File: src/source/funcUnitPkg.sv
package funcUnitPkg;

	////////////////////
	// Widths
	////////////////////

	// Operand and result width
	parameter int DataWidth = 16;

	// Bits per lookahead group
	parameter int GroupWidth = 4;

	////////////////////
	// Encodings
	////////////////////

	// Function select
	// 0110, 1110 and 1111 are unused
	typedef enum logic [3:0] {
		add     = 4'b0000,
		movA    = 4'b0001,
		subBA   = 4'b0010,
		subAB   = 4'b0011,
		notA    = 4'b0100,
		notB    = 4'b0101,
		mult4   = 4'b0111,
		div16   = 4'b1000,
		comp2sA = 4'b1001,
		comp2sB = 4'b1010,
		orAB    = 4'b1011,
		norAB   = 4'b1100,
		nandAB  = 4'b1101
	} fsCode;

	// Source of one adder input
	typedef enum logic [1:0] {
		opA    = 2'd0,
		opB    = 2'd1,
		opZero = 2'd2
	} addOperand;

	// Datapath that feeds the result register
	typedef enum logic [1:0] {
		srcArith   = 2'd0,
		srcBitwise = 2'd1,
		srcNone    = 2'd2
	} resultSrc;

endpackage

File: src/source/fsDecode.sv
`timescale 1ns/1ns

module fsDecode import funcUnitPkg::*; (
	input  fsCode     fs,
	output addOperand xSel,
	output addOperand ySel,
	output logic      invY,
	output logic      carryIn,
	output resultSrc  srcSel
);

	// Subtraction and negation share one form
	// X + ~Y + 1, so carry is set when no borrow occurs
	always_comb begin
		// Idle adder, nothing selected
		xSel = opZero;
		ySel = opZero;
		invY = 1'b0;
		carryIn = 1'b0;
		srcSel = srcNone;

		case (fs)
			add: begin
				xSel = opA;
				ySel = opB;
				srcSel = srcArith;
			end
			// B - A
			subBA: begin
				xSel = opB;
				ySel = opA;
				invY = 1'b1;
				carryIn = 1'b1;
				srcSel = srcArith;
			end
			// A - B
			subAB: begin
				xSel = opA;
				ySel = opB;
				invY = 1'b1;
				carryIn = 1'b1;
				srcSel = srcArith;
			end
			// 0 - A
			comp2sA: begin
				ySel = opA;
				invY = 1'b1;
				carryIn = 1'b1;
				srcSel = srcArith;
			end
			// 0 - B
			comp2sB: begin
				ySel = opB;
				invY = 1'b1;
				carryIn = 1'b1;
				srcSel = srcArith;
			end
			// Handled in bitwiseUnit
			movA, notA, notB, mult4, div16, orAB, norAB, nandAB: begin
				srcSel = srcBitwise;
			end
			// Unused codes stay on srcNone
			default: begin
				srcSel = srcNone;
			end
		endcase
	end

endmodule

File: src/source/lookaheadAdder.sv
`timescale 1ns/1ns

module lookaheadAdder import funcUnitPkg::*; #(
	parameter int Width = DataWidth
) (
	input  logic [Width-1:0] x,
	input  logic [Width-1:0] y,
	input  logic             carryIn,
	output logic [Width-1:0] sum,
	output logic             carryOut,
	output logic             overflow
);

	localparam int Groups = Width / GroupWidth;

	// Per bit terms
	logic [Width-1:0] gen;
	logic [Width-1:0] prop;
	// Carry into each bit
	logic [Width-1:0] carry;
	// Per group terms
	logic [Groups-1:0] groupGen;
	logic [Groups-1:0] groupProp;
	logic [Groups:0] groupCarry;

	if (Width % GroupWidth != 0) begin : gWidthCheck
		$error("Width must be a multiple of GroupWidth");
	end

	assign gen = x & y;
	assign prop = x ^ y;

	////////////////////
	// Group carry chain
	////////////////////

	always_comb begin
		groupCarry[0] = carryIn;
		for (int k = 0; k < Groups; k++) begin
			groupCarry[k+1] = groupGen[k] | (groupProp[k] & groupCarry[k]);
		end
	end

	assign carryOut = groupCarry[Groups];

	////////////////////
	// Groups
	////////////////////

	for (genvar k = 0; k < Groups; k++) begin : gGroup
		localparam int Base = k * GroupWidth;

		logic [GroupWidth-1:0] localCarry;
		logic localGen;
		logic localProp;

		// Running generate and propagate over the low bits
		// Every bit carry comes straight from the group carry-in
		always_comb begin
			localGen = 1'b0;
			localProp = 1'b1;
			for (int j = 0; j < GroupWidth; j++) begin
				localCarry[j] = localGen | (localProp & groupCarry[k]);
				localGen = gen[Base+j] | (prop[Base+j] & localGen);
				localProp = localProp & prop[Base+j];
			end
		end

		assign groupGen[k] = localGen;
		assign groupProp[k] = localProp;
		assign carry[Base +: GroupWidth] = localCarry;
		assign sum[Base +: GroupWidth] = prop[Base +: GroupWidth] ^ localCarry;
	end

	// Signed overflow when carry into MSB differs from carry out
	assign overflow = carry[Width-1] ^ carryOut;

endmodule

File: src/source/arithUnit.sv
`timescale 1ns/1ns

module arithUnit import funcUnitPkg::*; #(
	parameter int Width = DataWidth
) (
	input  logic [Width-1:0] a,
	input  logic [Width-1:0] b,
	input  addOperand        xSel,
	input  addOperand        ySel,
	input  logic             invY,
	input  logic             carryIn,
	output logic [Width-1:0] sum,
	output logic             carry,
	output logic             overflow
);

	logic [Width-1:0] xOperand;
	logic [Width-1:0] yPicked;
	logic [Width-1:0] yOperand;

	// Operand mux, A, B or zero
	function automatic logic [Width-1:0] pickOperand(
		input addOperand       sel,
		input logic [Width-1:0] opAVal,
		input logic [Width-1:0] opBVal
	);
		case (sel)
			opA:     pickOperand = opAVal;
			opB:     pickOperand = opBVal;
			default: pickOperand = '0;
		endcase
	endfunction

	assign xOperand = pickOperand(xSel, a, b);
	assign yPicked = pickOperand(ySel, a, b);
	// Ones complement for subtract and negate
	assign yOperand = invY ? ~yPicked : yPicked;

	lookaheadAdder #(
		.Width(Width)
	) adder_inst (
		.x(xOperand),
		.y(yOperand),
		.carryIn(carryIn),
		.sum(sum),
		.carryOut(carry),
		.overflow(overflow)
	);

endmodule

File: src/source/bitwiseUnit.sv
`timescale 1ns/1ns

module bitwiseUnit import funcUnitPkg::*; #(
	parameter int Width = DataWidth
) (
	input  fsCode            fs,
	input  logic [Width-1:0] a,
	input  logic [Width-1:0] b,
	output logic [Width-1:0] logicOut
);

	// Fixed shifts of B
	logic [Width-1:0] bTimes4;
	logic [Width-1:0] bDiv16;

	// Two zeros shifted in at the bottom
	assign bTimes4 = {b[Width-3:0], 2'b00};

	// Sign bit kept in place
	// Four zero bits below it, then B shifted down by four
	assign bDiv16 = {b[Width-1], 4'b0000, b[Width-2:4]};

	////////////////////
	// Function mux
	////////////////////

	always_comb begin
		case (fs)
			// Moves and inversions
			movA: logicOut = a;
			notA: logicOut = ~a;
			notB: logicOut = ~b;
			// Two operand logic
			orAB:   logicOut = a | b;
			norAB:  logicOut = ~(a | b);
			nandAB: logicOut = ~(a & b);
			// Shifts
			mult4: logicOut = bTimes4;
			div16: logicOut = bDiv16;
			// Arithmetic and unused codes
			default: logicOut = '0;
		endcase
	end

endmodule

File: src/source/resultStage.sv
`timescale 1ns/1ns

module resultStage import funcUnitPkg::*; #(
	parameter int Width = DataWidth
) (
	input  logic             clk,
	input  logic             arstN,
	input  resultSrc         srcSel,
	input  logic [Width-1:0] sum,
	input  logic             carry,
	input  logic             overflow,
	input  logic [Width-1:0] logicOut,
	output logic [Width-1:0] result,
	output logic             v,
	output logic             c,
	output logic             n,
	output logic             z
);

	logic [Width-1:0] nextResult;
	logic nextV;
	logic nextC;
	logic nextZ;

	// Source select, C and V only from the adder
	always_comb begin
		case (srcSel)
			srcArith: begin
				nextResult = sum;
				nextC = carry;
				nextV = overflow;
			end
			srcBitwise: begin
				nextResult = logicOut;
				nextC = 1'b0;
				nextV = 1'b0;
			end
			default: begin
				nextResult = '0;
				nextC = 1'b0;
				nextV = 1'b0;
			end
		endcase
	end

	// Zero flag held low for unused codes
	assign nextZ = (srcSel != srcNone) && (nextResult == '0);

	////////////////////
	// Output register
	////////////////////

	always_ff @(posedge clk or negedge arstN) begin
		if (!arstN) begin
			result <= '0;
			v <= 1'b0;
			c <= 1'b0;
			n <= 1'b0;
			z <= 1'b0;
		end else begin
			result <= nextResult;
			v <= nextV;
			c <= nextC;
			n <= nextResult[Width-1];
			z <= nextZ;
		end
	end

endmodule

File: src/source/funcUnit.sv
`timescale 1ns/1ns

module funcUnit import funcUnitPkg::*; #(
	parameter int Width = DataWidth
) (
	input  logic             clk,
	input  logic             arstN,
	input  fsCode            fs,
	input  logic [Width-1:0] a,
	input  logic [Width-1:0] b,
	output logic [Width-1:0] result,
	output logic             v,
	output logic             c,
	output logic             n,
	output logic             z
);

	// Adder controls
	addOperand xSel;
	addOperand ySel;
	logic invY;
	logic carryIn;
	resultSrc srcSel;

	// Datapath outputs
	logic [Width-1:0] sum;
	logic carry;
	logic overflow;
	logic [Width-1:0] logicOut;

	fsDecode fsDecode_inst (
		.fs(fs),
		.xSel(xSel),
		.ySel(ySel),
		.invY(invY),
		.carryIn(carryIn),
		.srcSel(srcSel)
	);

	// Shared adder for add, both subtracts and both negates
	arithUnit #(
		.Width(Width)
	) arithUnit_inst (
		.a(a),
		.b(b),
		.xSel(xSel),
		.ySel(ySel),
		.invY(invY),
		.carryIn(carryIn),
		.sum(sum),
		.carry(carry),
		.overflow(overflow)
	);

	bitwiseUnit #(
		.Width(Width)
	) bitwiseUnit_inst (
		.fs(fs),
		.a(a),
		.b(b),
		.logicOut(logicOut)
	);

	// One cycle from inputs to outputs
	resultStage #(
		.Width(Width)
	) resultStage_inst (
		.clk(clk),
		.arstN(arstN),
		.srcSel(srcSel),
		.sum(sum),
		.carry(carry),
		.overflow(overflow),
		.logicOut(logicOut),
		.result(result),
		.v(v),
		.c(c),
		.n(n),
		.z(z)
	);

endmodule

File: config.mk
export PLATFORM = sky130hd
export DESIGN_NAME = funcUnit
export DESIGN_NICKNAME = d
export VERILOG_FILES = /design/src/source/funcUnitPkg.sv /design/src/source/fsDecode.sv /design/src/source/lookaheadAdder.sv /design/src/source/arithUnit.sv /design/src/source/bitwiseUnit.sv /design/src/source/resultStage.sv /design/src/source/funcUnit.sv
export SDC_FILE = /design/constraint.sdc
export NUM_CORES = 1
export LEC_CHECK = 0
export ABC_AREA = 1
export ABC_CLOCK_PERIOD_IN_PS = 950
export CORE_MARGIN = 2
export CORE_UTILIZATION = 25
export CTS_BUF_LIST = sky130_fd_sc_hd__clkbuf_8
export CTS_CLUSTER_DIAMETER = 120
export DETAILED_ROUTE_END_ITERATION = 7
export DONT_BUFFER_PORTS = 1
export GPL_TIMING_DRIVEN = 0
export SLEW_MARGIN = 20
export SYNTH_ARGS = -nofsm -noshare
export SYNTH_HDL_FRONTEND = slang
export SYNTH_SLANG_ARGS = --single-unit
export TNS_END_PERCENT = 50
File: constraint.sdc
create_clock -name clk -period 0.95 [get_ports clk]
set_clock_uncertainty 0.15 [all_clocks]
set_input_delay 0.095 -clock clk [delete_from_list [all_inputs] [get_ports clk]]
set_output_delay 0.095 -clock clk [all_outputs]
set_load 0.01 [all_outputs]
=== Word level (Yosys, flattened, before mapping) ===
Cells that the tools add are included.

* Bits in registers: 20
* Input bits: 38
* Output and inout port bits: 20

* Bitwise operators: 82
* Reductions and logical operators: 12
* Multiplexer cells: 11
* Equality and inequality tests: 16

{| class="wikitable"
|+ Operator list
! operator !! count
|-
| $pmux 16 s8 || 1
|-
| $pmux 16 s2 || 3
|-
| $not 16->16 || 5
|-
| $and 1x1->1 || 40
|-
| $and 16x16->16 || 2
|-
| $or 1x1->1 || 28
|-
| $eq 4x4->1 const B || 6
|-
| $logic_not 16->1 || 1
|-
| $mux 16 || 1
|-
| $or 16x16->16 || 1
|-
| $xor 16x16->16 || 1
|-
| $xor 4x4->4 || 4
|-
| $eq 4x3->1 const B || 3
|-
| $pmux 2 s2 || 3
|-
| $eq 4x2->1 const B || 2
|-
| $reduce_or 8->1 || 1
|-
| $eq 2x1->1 const B || 3
|-
| $logic_not 2->1 || 3
|-
| $reduce_or 5->1 || 1
|-
| $eq 4x1->1 const B || 1
|-
| $logic_not 4->1 || 1
|-
| $reduce_or 2->1 || 2
|-
| $reduce_or 4->1 || 1
|-
| $mux 1 || 3
|-
| other kinds (4) || 4
|}

=== Longest topological paths before layout ===
Gate-level depths: netlist of the first run.

* Depth in word-level cells: 25
* Mapped depth: 33

=== By module ===
A second synthesis of the first run with hierarchy kept.

* Cell total of the unflattened synthesis: 741
* Area total of the unflattened synthesis: 4058.9 um^2

{| class="wikitable"
|+ By module, submodules not included
! module !! instances !! cells an instance !! area each (um^2) !! seq. area each (um^2)
|-
| bitwiseUnit || 1 || 342 || 1515.2 || 0.0
|-
| resultStage || 1 || 100 || 903.4 || 475.5
|-
| arithUnit || 1 || 161 || 764.5 || 0.0
|-
| lookaheadAdder || 1 || 107 || 730.7 || 0.0
|-
| fsDecode || 1 || 31 || 145.1 || 0.0
|}

=== Least setup slack after synthesis of the first run ===
No wires, ideal clock.

* Path type: input-to-reg
* From: input port fs[0]
* To: register resultStage_inst.z
* Setup slack: -2843 ps
* Buffers on the path: 1
* Library setup time: 72 ps
* Required time: 728 ps
* Arrival: 3572 ps
* Cell stages on the path: 28
* Cells stage by stage: nand2_1 nand2_1 nand2_2 nand2_2 inv_1 buf_1 o22ai_1 xor2_1 ha_1 a21o_1 nand2_1 nand2_1 a21oi_1 nand2_4 nand2_2 nand2_2 fa_1 xnor2_1 nor2_1 nor2_1 nand2_1 nor2_1 nand2_1 nor2_1 nand2_1 nor2_1 nand2_1 nor2_1

* Cells in the longest elaborated chain, start to end: 25
* Elaborated cells on any way between the ends: 107
* Classes of those cells: eq/ne (16); mux (9); bitwise (70); reduce/logical (12)

{| class="wikitable"
|+ RTL lines
! item !! RTL line !! text
|-
| from (decl) || funcUnit.sv:8 || <nowiki>input fsCode fs,</nowiki>
|-
| $eq 4x2->1, or another cell as far along || fsDecode.sv:22 || <nowiki>case (fs)</nowiki>
|-
| $reduce_or 3->1 (no source line) or $reduce_or 2->1 (tied branches) || -- ||
|-
| $pmux 2 s2 || fsDecode.sv:22 ||
|-
| $eq 2x1->1 or $logic_not 2->1 (tied branches) || arithUnit.sv:27 || <nowiki>case (sel)</nowiki>
|-
| $pmux 16 s2 || arithUnit.sv:27 ||
|-
| $not 16->16 || arithUnit.sv:37 || <nowiki>assign yOperand = invY ? ~yPicked : yPicked;</nowiki>
|-
| $mux 16 || arithUnit.sv:37 ||
|-
| $xor 16x16->16 or $and 16x16->16 (tied branches) || lookaheadAdder.sv:31, lookaheadAdder.sv:30 ||
|-
| [... 10 more ...] || -- ||
|-
| $or 1x1->1 || lookaheadAdder.sv:40 || <nowiki>groupCarry[k+1] = groupGen[k] | (groupProp[k] & groupCarry[k]);</nowiki>
|-
| $and 1x1->1 || lookaheadAdder.sv:63 || <nowiki>localCarry[j] = localGen | (localProp & groupCarry[k]);</nowiki>
|-
| $or 1x1->1 || lookaheadAdder.sv:63 ||
|-
| $xor 4x4->4 || lookaheadAdder.sv:72 || <nowiki>assign sum[Base +: GroupWidth] = prop[Base +: GroupWidth] ^ localCarry;</nowiki>
|-
| $pmux 16 s2 || resultStage.sv:27 || <nowiki>case (srcSel)</nowiki>
|-
| $logic_not 16->1 || resultStage.sv:47 || <nowiki>assign nextZ = (srcSel != srcNone) && (nextResult == '0);</nowiki>
|-
| $logic_and 1x1->1 (*) || resultStage.sv:47 ||
|-
| named net resultStage_inst.nextZ || resultStage.sv:23 || <nowiki>logic nextZ;</nowiki>
|-
| to (signal assigned) || resultStage.sv:65 || <nowiki>z <= nextZ;</nowiki>
|-
| to (decl) || resultStage.sv:17 || <nowiki>output logic z</nowiki>
|}

The timed path passes the listed nets; every way through them passes the cells marked *.

=== Worst setup path after layout of the first run ===
* From: input port fs[2]
* To: register resultStage_inst.z

The elaborated chain is that of the path after synthesis.

==> results of run 1 <==
-- worst max-delay path by stage --
stage	startpoint	endpoint	slack, ps
3_3_place_gp	fs[0]	resultStage_inst.z	-3010
3_5_place_dp	fs[0]	resultStage_inst.z	-3030
2_1_floorplan	fs[2]	resultStage_inst.z	-2420
5_1_grt	fs[2]	resultStage_inst.z	-2710
6_report	fs[2]	resultStage_inst.z	-2440
4_1_cts	fs[1]	resultStage_inst.z	-2360
-- flip-flops by register name (all words and copies together) (netlist names) --
signal	cells
resultStage_inst.result	15
resultStage_inst.c	1
resultStage_inst.n	1
resultStage_inst.v	1
resultStage_inst.z	1
-- per-layer routing --
metal  part of all wire (%)  up-vias
li1                       -     1799
met1                     41     1760
met2                     46      206
met3                    9.9       29
met4                    2.1        0
met5                      0        -
-- repair_timing --
action | CTS | global route
pin swaps | 44 | 12
hold endpoints to repair | 22 | 20
setup endpoints to repair | 20 | 39
buffers inserted | 53 | 6
resized for setup | 97 | 11
-- synth_stat cells (3+ instances only) --
library cell,number
nand2_1,145
inv_1,80
nor2_1,63
o21ai_0,41
o22ai_1,33
nand3_1,25
dfrtp_1,19
a21oi_1,17
xor2_1,17
ha_1,16
nand2_2,8
inv_2,5
buf_1,4
nand4_1,4
fa_1,3
nand3b_1,3
nor2_2,3
nor3_1,3
o2111ai_1,3
-- per-stage QoR --
step	setup slack [ps]	util (%)	cells	area [um2]
global placement	-3010	28.2	659	3240
CTS	-2360	35.2	716	4060
global route	-2710	36.0	722	4150
floorplan	-2420	-	516	3070
finish	-2440	36.0	722	4150
detailed placement	-3030	28.2	659	3240
-- layout make-up --
type	instances	area, um2
Buffer	9	98.8
Sequential cell	19	475
Clock buffer	3	41.3
Inverter	85	348
Tap cell	143	179
Fill cell	1205	7370
Clock inverter	1	3.75
Multi-Input combinational cell	403	2480
Timing Repair Buffer	59	524
-- power breakdown --
part | internal [W] | leakage [nW] | switching (W)
clock network | 0.000286 | 0.0269 | 0.000218
logic | 0.000907 | 1.97 | 0.00119
registers | 0.000926 | 0.244 | 0.0000998
-- cells by family (layout without fill, tap and decap cells) --
| group | Yosys count | after routing |
|---|---|---|
| compound gates | 105 | 105 |
| xor+xnor | 18 | 18 |
| fa+ha+maj | 19 | 19 |
| buf+inv | 94 | 157 |
| flops | 19 | 19 |
| simple gates | 261 | 261 |
==> results.sh, run 1 <==
export IMPL_drt_iter0_drc=336
export IMPL_seq_area_frac_synth_pct=15.9
export IMPL_cp_required_ps=980
export IMPL_fin_ws_ps=-2440
export IMPL_portBuffers=0
export IMPL_routed_wl_um=12200
export IMPL_syn2layout_area_growth_pct=39.0
export IMPL_period_share_pct=357
export IMPL_use_met2_pct=30.5
export IMPL_ctsHoldBuffers=1
export IMPL_critPathTopFamily="simple AND/OR/NAND/NOR gates"
export IMPL_synth_edf_count=0
export IMPL_cts_max_level=1
export IMPL_hold_path_class="primary input to async pin"
export IMPL_diodes=0
export IMPL_max_stage_delay_ps=350
export IMPL_grt_usage_pct=18.6
export IMPL_hold_ws_ps=-172
export IMPL_synthSimpleGateAreaFrac_pct=37.6
export IMPL_clock_fmax_ghz=0.295
export IMPL_slowest_stage="fa_2"
export IMPL_cts_sinks=19
export IMPL_synth_async_sr_flop_share_pct=100
export IMPL_gp_congestion=0.933
export IMPL_synth_top_cell_area_share_pct=18.2
export IMPL_path_common_cell="nor2_1"
export IMPL_syn_nets=573
export IMPL_path_class="primary input to flop"
export IMPL_violations="design-rule violations, negative hold slack, negative setup slack"
export IMPL_grt_max_degree=20
export IMPL_synth_adder_area_share_pct=8.72
export IMPL_yosys_mux_area_fraction_pct=0
export IMPL_ioPinCount=58
export IMPL_clk_path_buf_depth=2
export IMPL_synth_top_family_by_area="simple AND/OR/NAND/NOR gates"
export IMPL_outcome="finished with violations"
export IMPL_critical_path_buf_inv_count=3
export IMPL_top_usage_layer="met2"
export IMPL_grt_pass1_vias=3662
export IMPL_grt_ovfl_total=0
export IMPL_ys_ff_latch=19
export IMPL_antenna_found_initial=0
export IMPL_cts_root_buffer="clkbuf_8"
export IMPL_power_density_mw_per_mm2=873
export IMPL_syn_avg_cell_area_um2=5.79
export IMPL_ys_top_cells_by_area="nand2_1, dfrtp_1, inv_1"
export IMPL_start_kind="primary input"
export IMPL_max_cap_viol_count=0
export IMPL_detail_route_antenna_nets=0
export IMPL_synth_flop_cell="dfrtp_1"
export IMPL_synth_compound_area_share_pct=20.4
export IMPL_grtUsageMet1_pct=24.5
export IMPL_power_w=0.00362
export IMPL_via_count=3794
export IMPL_grt_first_pass_wirelength_um=18900
export IMPL_mostFrequentLayoutCells="nand2_1, inv_1, nor2_1"
export IMPL_netlist_instances=516
export IMPL_wl_per_cell_um=17.0
export IMPL_cp_max_fo=10
export IMPL_die_x_um=113
export IMPL_die_area_mm2=0.0128
export IMPL_drcViolationCount=1
export IMPL_crit_cells=26
export IMPL_start_util_pct=25.9
export IMPL_slew_violations=0
export IMPL_fp_coreArea_mm2=0.0115
export IMPL_finalCriticalPeriod_ps=3390
export IMPL_final_common_cell="nand2_1"
export IMPL_max_vdd_ir_drop_v=0.000379
export IMPL_setup_violations=20
export IMPL_nNetsFinal=637
export IMPL_grt_use_met3_pct=3.70
export IMPL_die_y_um=113
export IMPL_crit_path_end_kind="flop"
export IMPL_yosysUniqueCellTypes=38
export IMPL_dr_pass1_iters=7
export IMPL_hpwlAfterDp_um=8600
export IMPL_synthXorXnorAreaFrac_pct=5.28
export IMPL_max_slew_margin_pct=36.4
export IMPL_p_leak_nw=2.24
export IMPL_hold_viol=20
export IMPL_row_count=39
export IMPL_synth_area_mm2=0.00299
export IMPL_drive_above_1_share_pct=27.5
export IMPL_synth_largest_area_cell="nand2_1"
export IMPL_viasPerCell=5.25
export IMPL_numCtsBuffers=3
export IMPL_fin_tns_setup_ps=-30480
export IMPL_ys_warn_count=0
export IMPL_arrival_ps=3420
export IMPL_rsz0062_at_grt="yes"
export IMPL_clk_pin_slew_ps=60
export IMPL_cts_tree="done"
export IMPL_worstMarginPinSlew_ps=950
Note: power is estimated with default switching activity, not from simulation.
==> run 2: changes to the inputs <==
- CORE_UTILIZATION: 25 -> 60
- PLACE_DENSITY: default -> 0.76
==> results.sh, run 2 <==
export IMPL_hpwlAfterDp_um=7310
export IMPL_die_y_um=74.5
export IMPL_portBuffers=0
export IMPL_grt_usage_pct=61.8
export IMPL_postGrtWorstEndpoint="resultStage_inst.z$_DFF_PN0_/D"
export IMPL_clk_path_buf_depth=2
export IMPL_ys_warn_count=0
export IMPL_ys_top_cells_by_area="nand2_1, dfrtp_1, inv_1"
export IMPL_row_count=25
export IMPL_cts_root_buffer="clkbuf_8"
export IMPL_worst_endpoint_kind="sequential cell input"
export IMPL_synth_top_cell_area_share_pct=18.2
export IMPL_cts_sinks=19
export IMPL_yosys_cell_count_top_type="nand2_1"
export IMPL_yosysUniqueCellTypes=38
export IMPL_netlist_instances=516
export IMPL_ioPinCount=58
export IMPL_error="[ERROR GRT-0232] Routing congestion too high. Check the congestion heatmap in the GUI."
export IMPL_synth_edf_count=0
export IMPL_grt_ovfl_total=1
export IMPL_start_util_pct=62.8
export IMPL_synth_commonest_cells="nand2_1, inv_1, nor2_1, o21ai_0, o22ai_1"
export IMPL_synth_flop_cell="dfrtp_1"
export IMPL_synth_async_sr_flop_share_pct=100
export IMPL_synth_area_mm2=0.00299
export IMPL_synth_largest_area_cell="nand2_1"
export IMPL_ys_ff_latch=19
export IMPL_syn_avg_cell_area_um2=5.79
export IMPL_die_x_um=74.5
export IMPL_numPlacedInstances=583
export IMPL_outcome="did not finish"
export IMPL_dp_slack_ps=-3020
export IMPL_grt_max_degree=20
export IMPL_lastStage="global routing (5_1_grt)"
export IMPL_cts_max_level=1
export IMPL_gp_congestion=0.998
export IMPL_numCtsBuffers=3
export IMPL_seq_area_frac_synth_pct=15.9
export IMPL_syn_nets=573
[run 2: stage by stage]
stage / hold WS [ps] / area (um2)
global placement: -350 / 3150
detailed placement: -350 / 3150
floorplan: -351 / 3070
CTS: -93.9 / 4070
[run 2: cells by family after synthesis]
group                    Yosys count  share of synthesized area, %
XOR/XNOR                          18                          5.28
AND/OR/NAND/NOR                  261                          37.6
buffers and inverters             94                          12.1
AO/OA/AOI/OAI                    105                          20.4
flip-flops                        19                          15.9
adder cells (fa/ha/maj)           19                          8.72
[run 2: per-layer routing]
| layer | GRT usage, % | overflow |
|---|---|---|
| met1 | 61.0 | 0 |
| met2 | 83.2 | 1 |
| met3 | 42.8 | 0 |
| met4 | 58.1 | 0 |
| met5 | 15.7 | 0 |
[run 2: repair_timing]
action / in CTS
pin swaps: 41
hold buffers: 1
endpoints found under the hold margin: 23
setup endpoints to repair: 20
buffers inserted: 73
gates resized for setup: 83
==> run 3: changes to the inputs <==
- CORE_UTILIZATION: 60 -> 40
- CTS_BUF_LIST: sky130_fd_sc_hd__clkbuf_8 -> default
- CTS_CLUSTER_DIAMETER: 120 -> default
- PLACE_DENSITY: 0.76 -> default
- PLACE_DENSITY_LB_ADDON: default -> 0.15
==> results.sh, run 3 (synthesis gave the netlist of run 1 again) <==
export IMPL_top_register="resultStage_inst.result"
export IMPL_arrival_ps=3420
export IMPL_clk_pin_slew_ps=60
export IMPL_numCtsBuffers=3
export IMPL_die_area_mm2=0.00817
export IMPL_mostFrequentLayoutCells="nand2_1, inv_1, nor2_1"
export IMPL_gp_congestion=0.903
export IMPL_hold_viol=22
export IMPL_syn2layout_area_growth_pct=40.1
export IMPL_ctsHoldBuffers=1
export IMPL_hpwlAfterDp_um=8090
export IMPL_final_common_cell="nand2_1"
export IMPL_cts_root_buffer="clkbuf_8"
export IMPL_clock_fmax_ghz=0.295
export IMPL_worstMarginPinSlew_ps=843
export IMPL_die_y_um=90.4
export IMPL_die_x_um=90.4
export IMPL_antenna_found_initial=0
export IMPL_dr_pass1_iters=6
export IMPL_grt_first_pass_wirelength_um=18000
export IMPL_nNetsFinal=639
export IMPL_routed_wl_um=11700
export IMPL_drive_above_1_share_pct=32.0
export IMPL_clk_path_buf_depth=2
export IMPL_period_share_pct=357
export IMPL_start_kind="primary input"
export IMPL_cts_tree="done"
export IMPL_nFillCells=705
export IMPL_numPlacedInstances=615
export IMPL_cts_max_level=1
export IMPL_finalCriticalPeriod_ps=3390
export IMPL_crit_path_end_kind="flop"
export IMPL_p_leak_nw=2.24
export IMPL_ioPinCount=58
export IMPL_cp_max_fo=6
export IMPL_grt_max_degree=20
export IMPL_largest_register_ffs=15
export IMPL_grt_usage_pct=27.6
export IMPL_max_slew_margin_pct=43.6
export IMPL_grt_ovfl_total=0
export IMPL_seqCellArea_um2=475
export IMPL_wl_per_cell_um=17.2
export IMPL_detail_route_antenna_nets=0
export IMPL_violations="negative hold slack, negative setup slack"
export IMPL_fp_coreArea_mm2=0.00725
export IMPL_fin_ws_ps=-2440
export IMPL_power_density_mw_per_mm2=877
export IMPL_drcViolationCount=0
export IMPL_slew_violations=0
export IMPL_outcome="finished with violations"
export IMPL_rsz0062_at_grt="yes"
export IMPL_multi_input_area_mm2=0.00255
export IMPL_start_util_pct=41.2
export IMPL_row_count=31
export IMPL_hold_path_class="primary input to async pin"
export IMPL_portBuffers=0
export IMPL_final_core_util_pct=57.7
export IMPL_grt_pass1_vias=3603
export IMPL_path_class="primary input to flop"
export IMPL_diodes=0
export IMPL_final_cell_count_no_fill=680
export IMPL_cts_sinks=19
export IMPL_setup_violations=20
export IMPL_max_cap_viol_count=0
export IMPL_hold_ws_ps=-171
export IMPL_max_vdd_ir_drop_v=0.000352
export IMPL_drt_iter0_drc=308
export IMPL_cp_required_ps=980
export IMPL_viasPerCell=5.54
export IMPL_via_count=3764
## run 3: layer usage
layer / track usage [%] / wire [um] / vias up
li1: - / - / 1804
met1: 33.9 / 4640 / 1761
met2: 48.9 / 5830 / 172
met3: 3.84 / 923 / 27
met4: 10.3 / 278 / 0
met5: 0 / 0 / -
## run 3: power by group
part | switching, W | leakage (nW) | internal, W
clock | 0.000233 | 0.0255 | 0.000291
combinational | 0.00121 | 1.97 | 0.000900
sequential | 0.000101 | 0.244 | 0.000925
## run 3: worst max-delay path, cell delays in order
cell	delay [ps]
nor2_4	140
nand2_4	100
o21ai_4	100
inv_4	80
clkbuf_16	160
o22ai_4	170
xor2_1	160
ha_1	280
a21o_1	230
nand2_2	90
nand2_2	80
a21oi_4	180
nand2_4	90
nand2_4	70
nand2_4	40
fa_2	360
xnor2_2	140
nor2_1	70
nor2_2	120
nand2_1	80
nor2_2	100
nand2_1	60
nor2_1	80
nand2_1	80
nor2_1	100
nand2_1	50
nor2_1	100
## run 3: metrics by stage
step                      setup slack (ps)  setup TNS (ps)  total power (W)  hold slack [ps]  area (um2)
after floorplan                      -2420          -29010          0.00208             -351        3070
after global placement               -3030          -36300          0.00237             -350        3190
after detailed placement             -3050          -37000          0.00240             -350        3190
after CTS                            -2440          -31990          0.00337            -99.7        3830
after global routing                 -2650          -31720          0.00394            -84.9        4180
final                                -2440          -29700          0.00367             -171        4180
## run 3: layout make-up
type / count / area share [%]
inverter: 85 / 8.56
sequential: 19 / 11.4
tap: 99 / 2.96
timing repair buffer: 61 / 12.6
clock buffer: 3 / 0.987
multi-input combinational: 403 / 61.0
buffer: 9 / 2.33
clock inverter: 1 / 0.120
## run 3: worst paths after layout
path                        from                          end  slack, ps
worst max-delay path       fs[2]           resultStage_inst.z      -2440
min in group clk            a[4]   resultStage_inst.result[4]        -80
max in group asynchronous  arstN  resultStage_inst.result[13]        350
worst min-delay path       arstN           resultStage_inst.v       -170
## run 3: what timing repair did
item / CTS / global route
pin swaps: 31 / 57
endpoints found under the hold margin: 22 / 22
gates resized for setup: 58 / 82
setup endpoints to repair: 20 / 39
setup buffers: 51 / 32
==> run 4: changes to the inputs <==
- ABC_CLOCK_PERIOD_IN_PS: 950 -> 3300
- GPL_TIMING_DRIVEN: 0 -> default
- clock period: 0.95 -> 3.3 ns (I/O delays scaled with it)
==> results.sh, run 4 (synthesis gave the netlist of run 1 again) <==
export IMPL_power_w=0.000965
export IMPL_hold_path_class="primary input to flop"
export IMPL_largest_register_ffs=15
export IMPL_ioPinCount=58
export IMPL_max_slew_margin_pct=48.6
export IMPL_diodes=0
export IMPL_path_class="primary input to flop"
export IMPL_viasPerCell=5.33
export IMPL_cts_tree="done"
export IMPL_dr_pass1_iters=5
export IMPL_drive_above_1_share_pct=21.9
export IMPL_grt_ovfl_total=0
export IMPL_p_leak_nw=2.15
export IMPL_clk_pin_slew_ps=60
export IMPL_period_share_pct=103
export IMPL_arrival_ps=3420
export IMPL_die_y_um=90.4
export IMPL_hold_viol=0
export IMPL_fin_ws_ps=-93.4
export IMPL_max_vdd_ir_drop_v=0.000126
export IMPL_finalCriticalPeriod_ps=3390
export IMPL_clock_fmax_ghz=0.295
export IMPL_start_util_pct=41.2
export IMPL_drt_iter0_drc=194
export IMPL_crit_path_end_kind="flop"
export IMPL_numCtsBuffers=3
export IMPL_nNetsFinal=646
export IMPL_postPlaceCellArea_mm2=0.00361
export IMPL_routed_wl_um=10500
export IMPL_row_count=31
export IMPL_top_register="resultStage_inst.result"
export IMPL_design_area_mm2=0.00386
export IMPL_antenna_found_initial=0
export IMPL_max_cap_viol_count=0
export IMPL_dp_slack_ps=-411
export IMPL_syn2layout_area_growth_pct=29.2
export IMPL_portBuffers=0
export IMPL_die_x_um=90.4
export IMPL_worstMarginPinSlew_ps=768
export IMPL_setup_violations=1
export IMPL_slowest_stage="fa_2"
export IMPL_violations="negative setup slack"
export IMPL_grt_pass1_vias=3516
export IMPL_outcome="finished with violations"
export IMPL_power_density_mw_per_mm2=250
export IMPL_slew_violations=0
export IMPL_wl_per_cell_um=15.3
export IMPL_via_count=3660
export IMPL_drcViolationCount=0
export IMPL_numPlacedInstances=670
export IMPL_grt_max_degree=20
export IMPL_start_kind="primary input"
export IMPL_hold_ws_ps=202
export IMPL_hpwlAfterDp_um=8420
export IMPL_final_cell_count_no_fill=687
export IMPL_mostFrequentLayoutCells="nand2_1, inv_1, buf_4"
export IMPL_clk_path_buf_depth=2
export IMPL_final_common_cell="nand2_1"
export IMPL_cp_required_ps=3330
export IMPL_cts_max_level=1
export IMPL_detail_route_antenna_nets=0
export IMPL_rsz0062_at_grt="yes"
export IMPL_grt_usage_pct=24.7
export IMPL_cts_root_buffer="clkbuf_8"
export IMPL_max_stage_delay_ps=390
export IMPL_fp_coreArea_mm2=0.00725
export IMPL_die_area_mm2=0.00817
export IMPL_cts_sinks=19
export IMPL_nFillCells=783
export IMPL_gp_congestion=0.955
export IMPL_grt_first_pass_wirelength_um=16600
export IMPL_cp_max_fo=6
==> run 4: cell types whose count changed in the layout (fill, tap and decap cells not counted), sizes merged, moves of 2 or more <==
cell    previous run  this run
buf               66        76
clkinv             2         0
clkbuf             6         4
inv               83        85
==> run 4: where the power goes <==
part           switching [W]  internal [W]  leakage (nW)
Clock              0.0000622     0.0000854        0.0228
Combinational       0.000296      0.000225          1.88
Sequential         0.0000295      0.000266         0.244
==> run 4: area by class of cell <==
class	count	area [um2]	share of cell area [%]
Clock buffer	4	45.0	1.17
Timing Repair Buffer	77	588	15.2
Tap cell	99	124	3.21
Inverter	85	332	8.60
Multi-Input combinational cell	403	2290	59.5
Sequential cell	19	475	12.3
==> run 4: final timing paths <==
path / from / end / slack (ps) / cells after the start
min in group asynchronous: arstN / resultStage_inst.result[12] / 450 / 1
hold / removal: a[12] / resultStage_inst.result[12] / 200 / 4
max in group asynchronous: arstN / resultStage_inst.result[9] / 2080 / 1
setup / recovery: fs[2] / resultStage_inst.z / -90 / 28
==> run 4: worst max-delay path, delay by kind of cell <==
kind                       cells  cell delay [ps]
and+or+nand+nor               21             1770
adders and majority gates      2              750
buffers and inverters          3              370
xor gates and xnor gates       2              230
==> run 4: routing by layer <==
layer  global-route usage [%]  wire length [um]  vias up
met5                        0                 0        -
met4                     8.33               284        0
met3                     2.75               752       25
met2                     43.7              4940      154
met1                     31.2              4520     1669
li1                         -                 -     1812
==> run 4: per-stage QoR <==
step	util (%)	setup TNS, ps
final	53.2	-93.4
after global placement	49.8	-315
after global routing	53.2	-544
after CTS	51.8	-82.3
after floorplan	-	-308
after detailed placement	49.8	-425
==> run 4: what timing repair did <==
| action | 4_1_cts | 5_1_grt |
|---|---|---|
| resized for setup | 11 | 14 |
| hold endpoints to repair | 19 | 0 |
| hold buffers | 1 | 0 |
| buffers inserted | 7 | 5 |
| pin swaps | 12 | 13 |
| endpoints found under the setup margin | 1 | 2 |
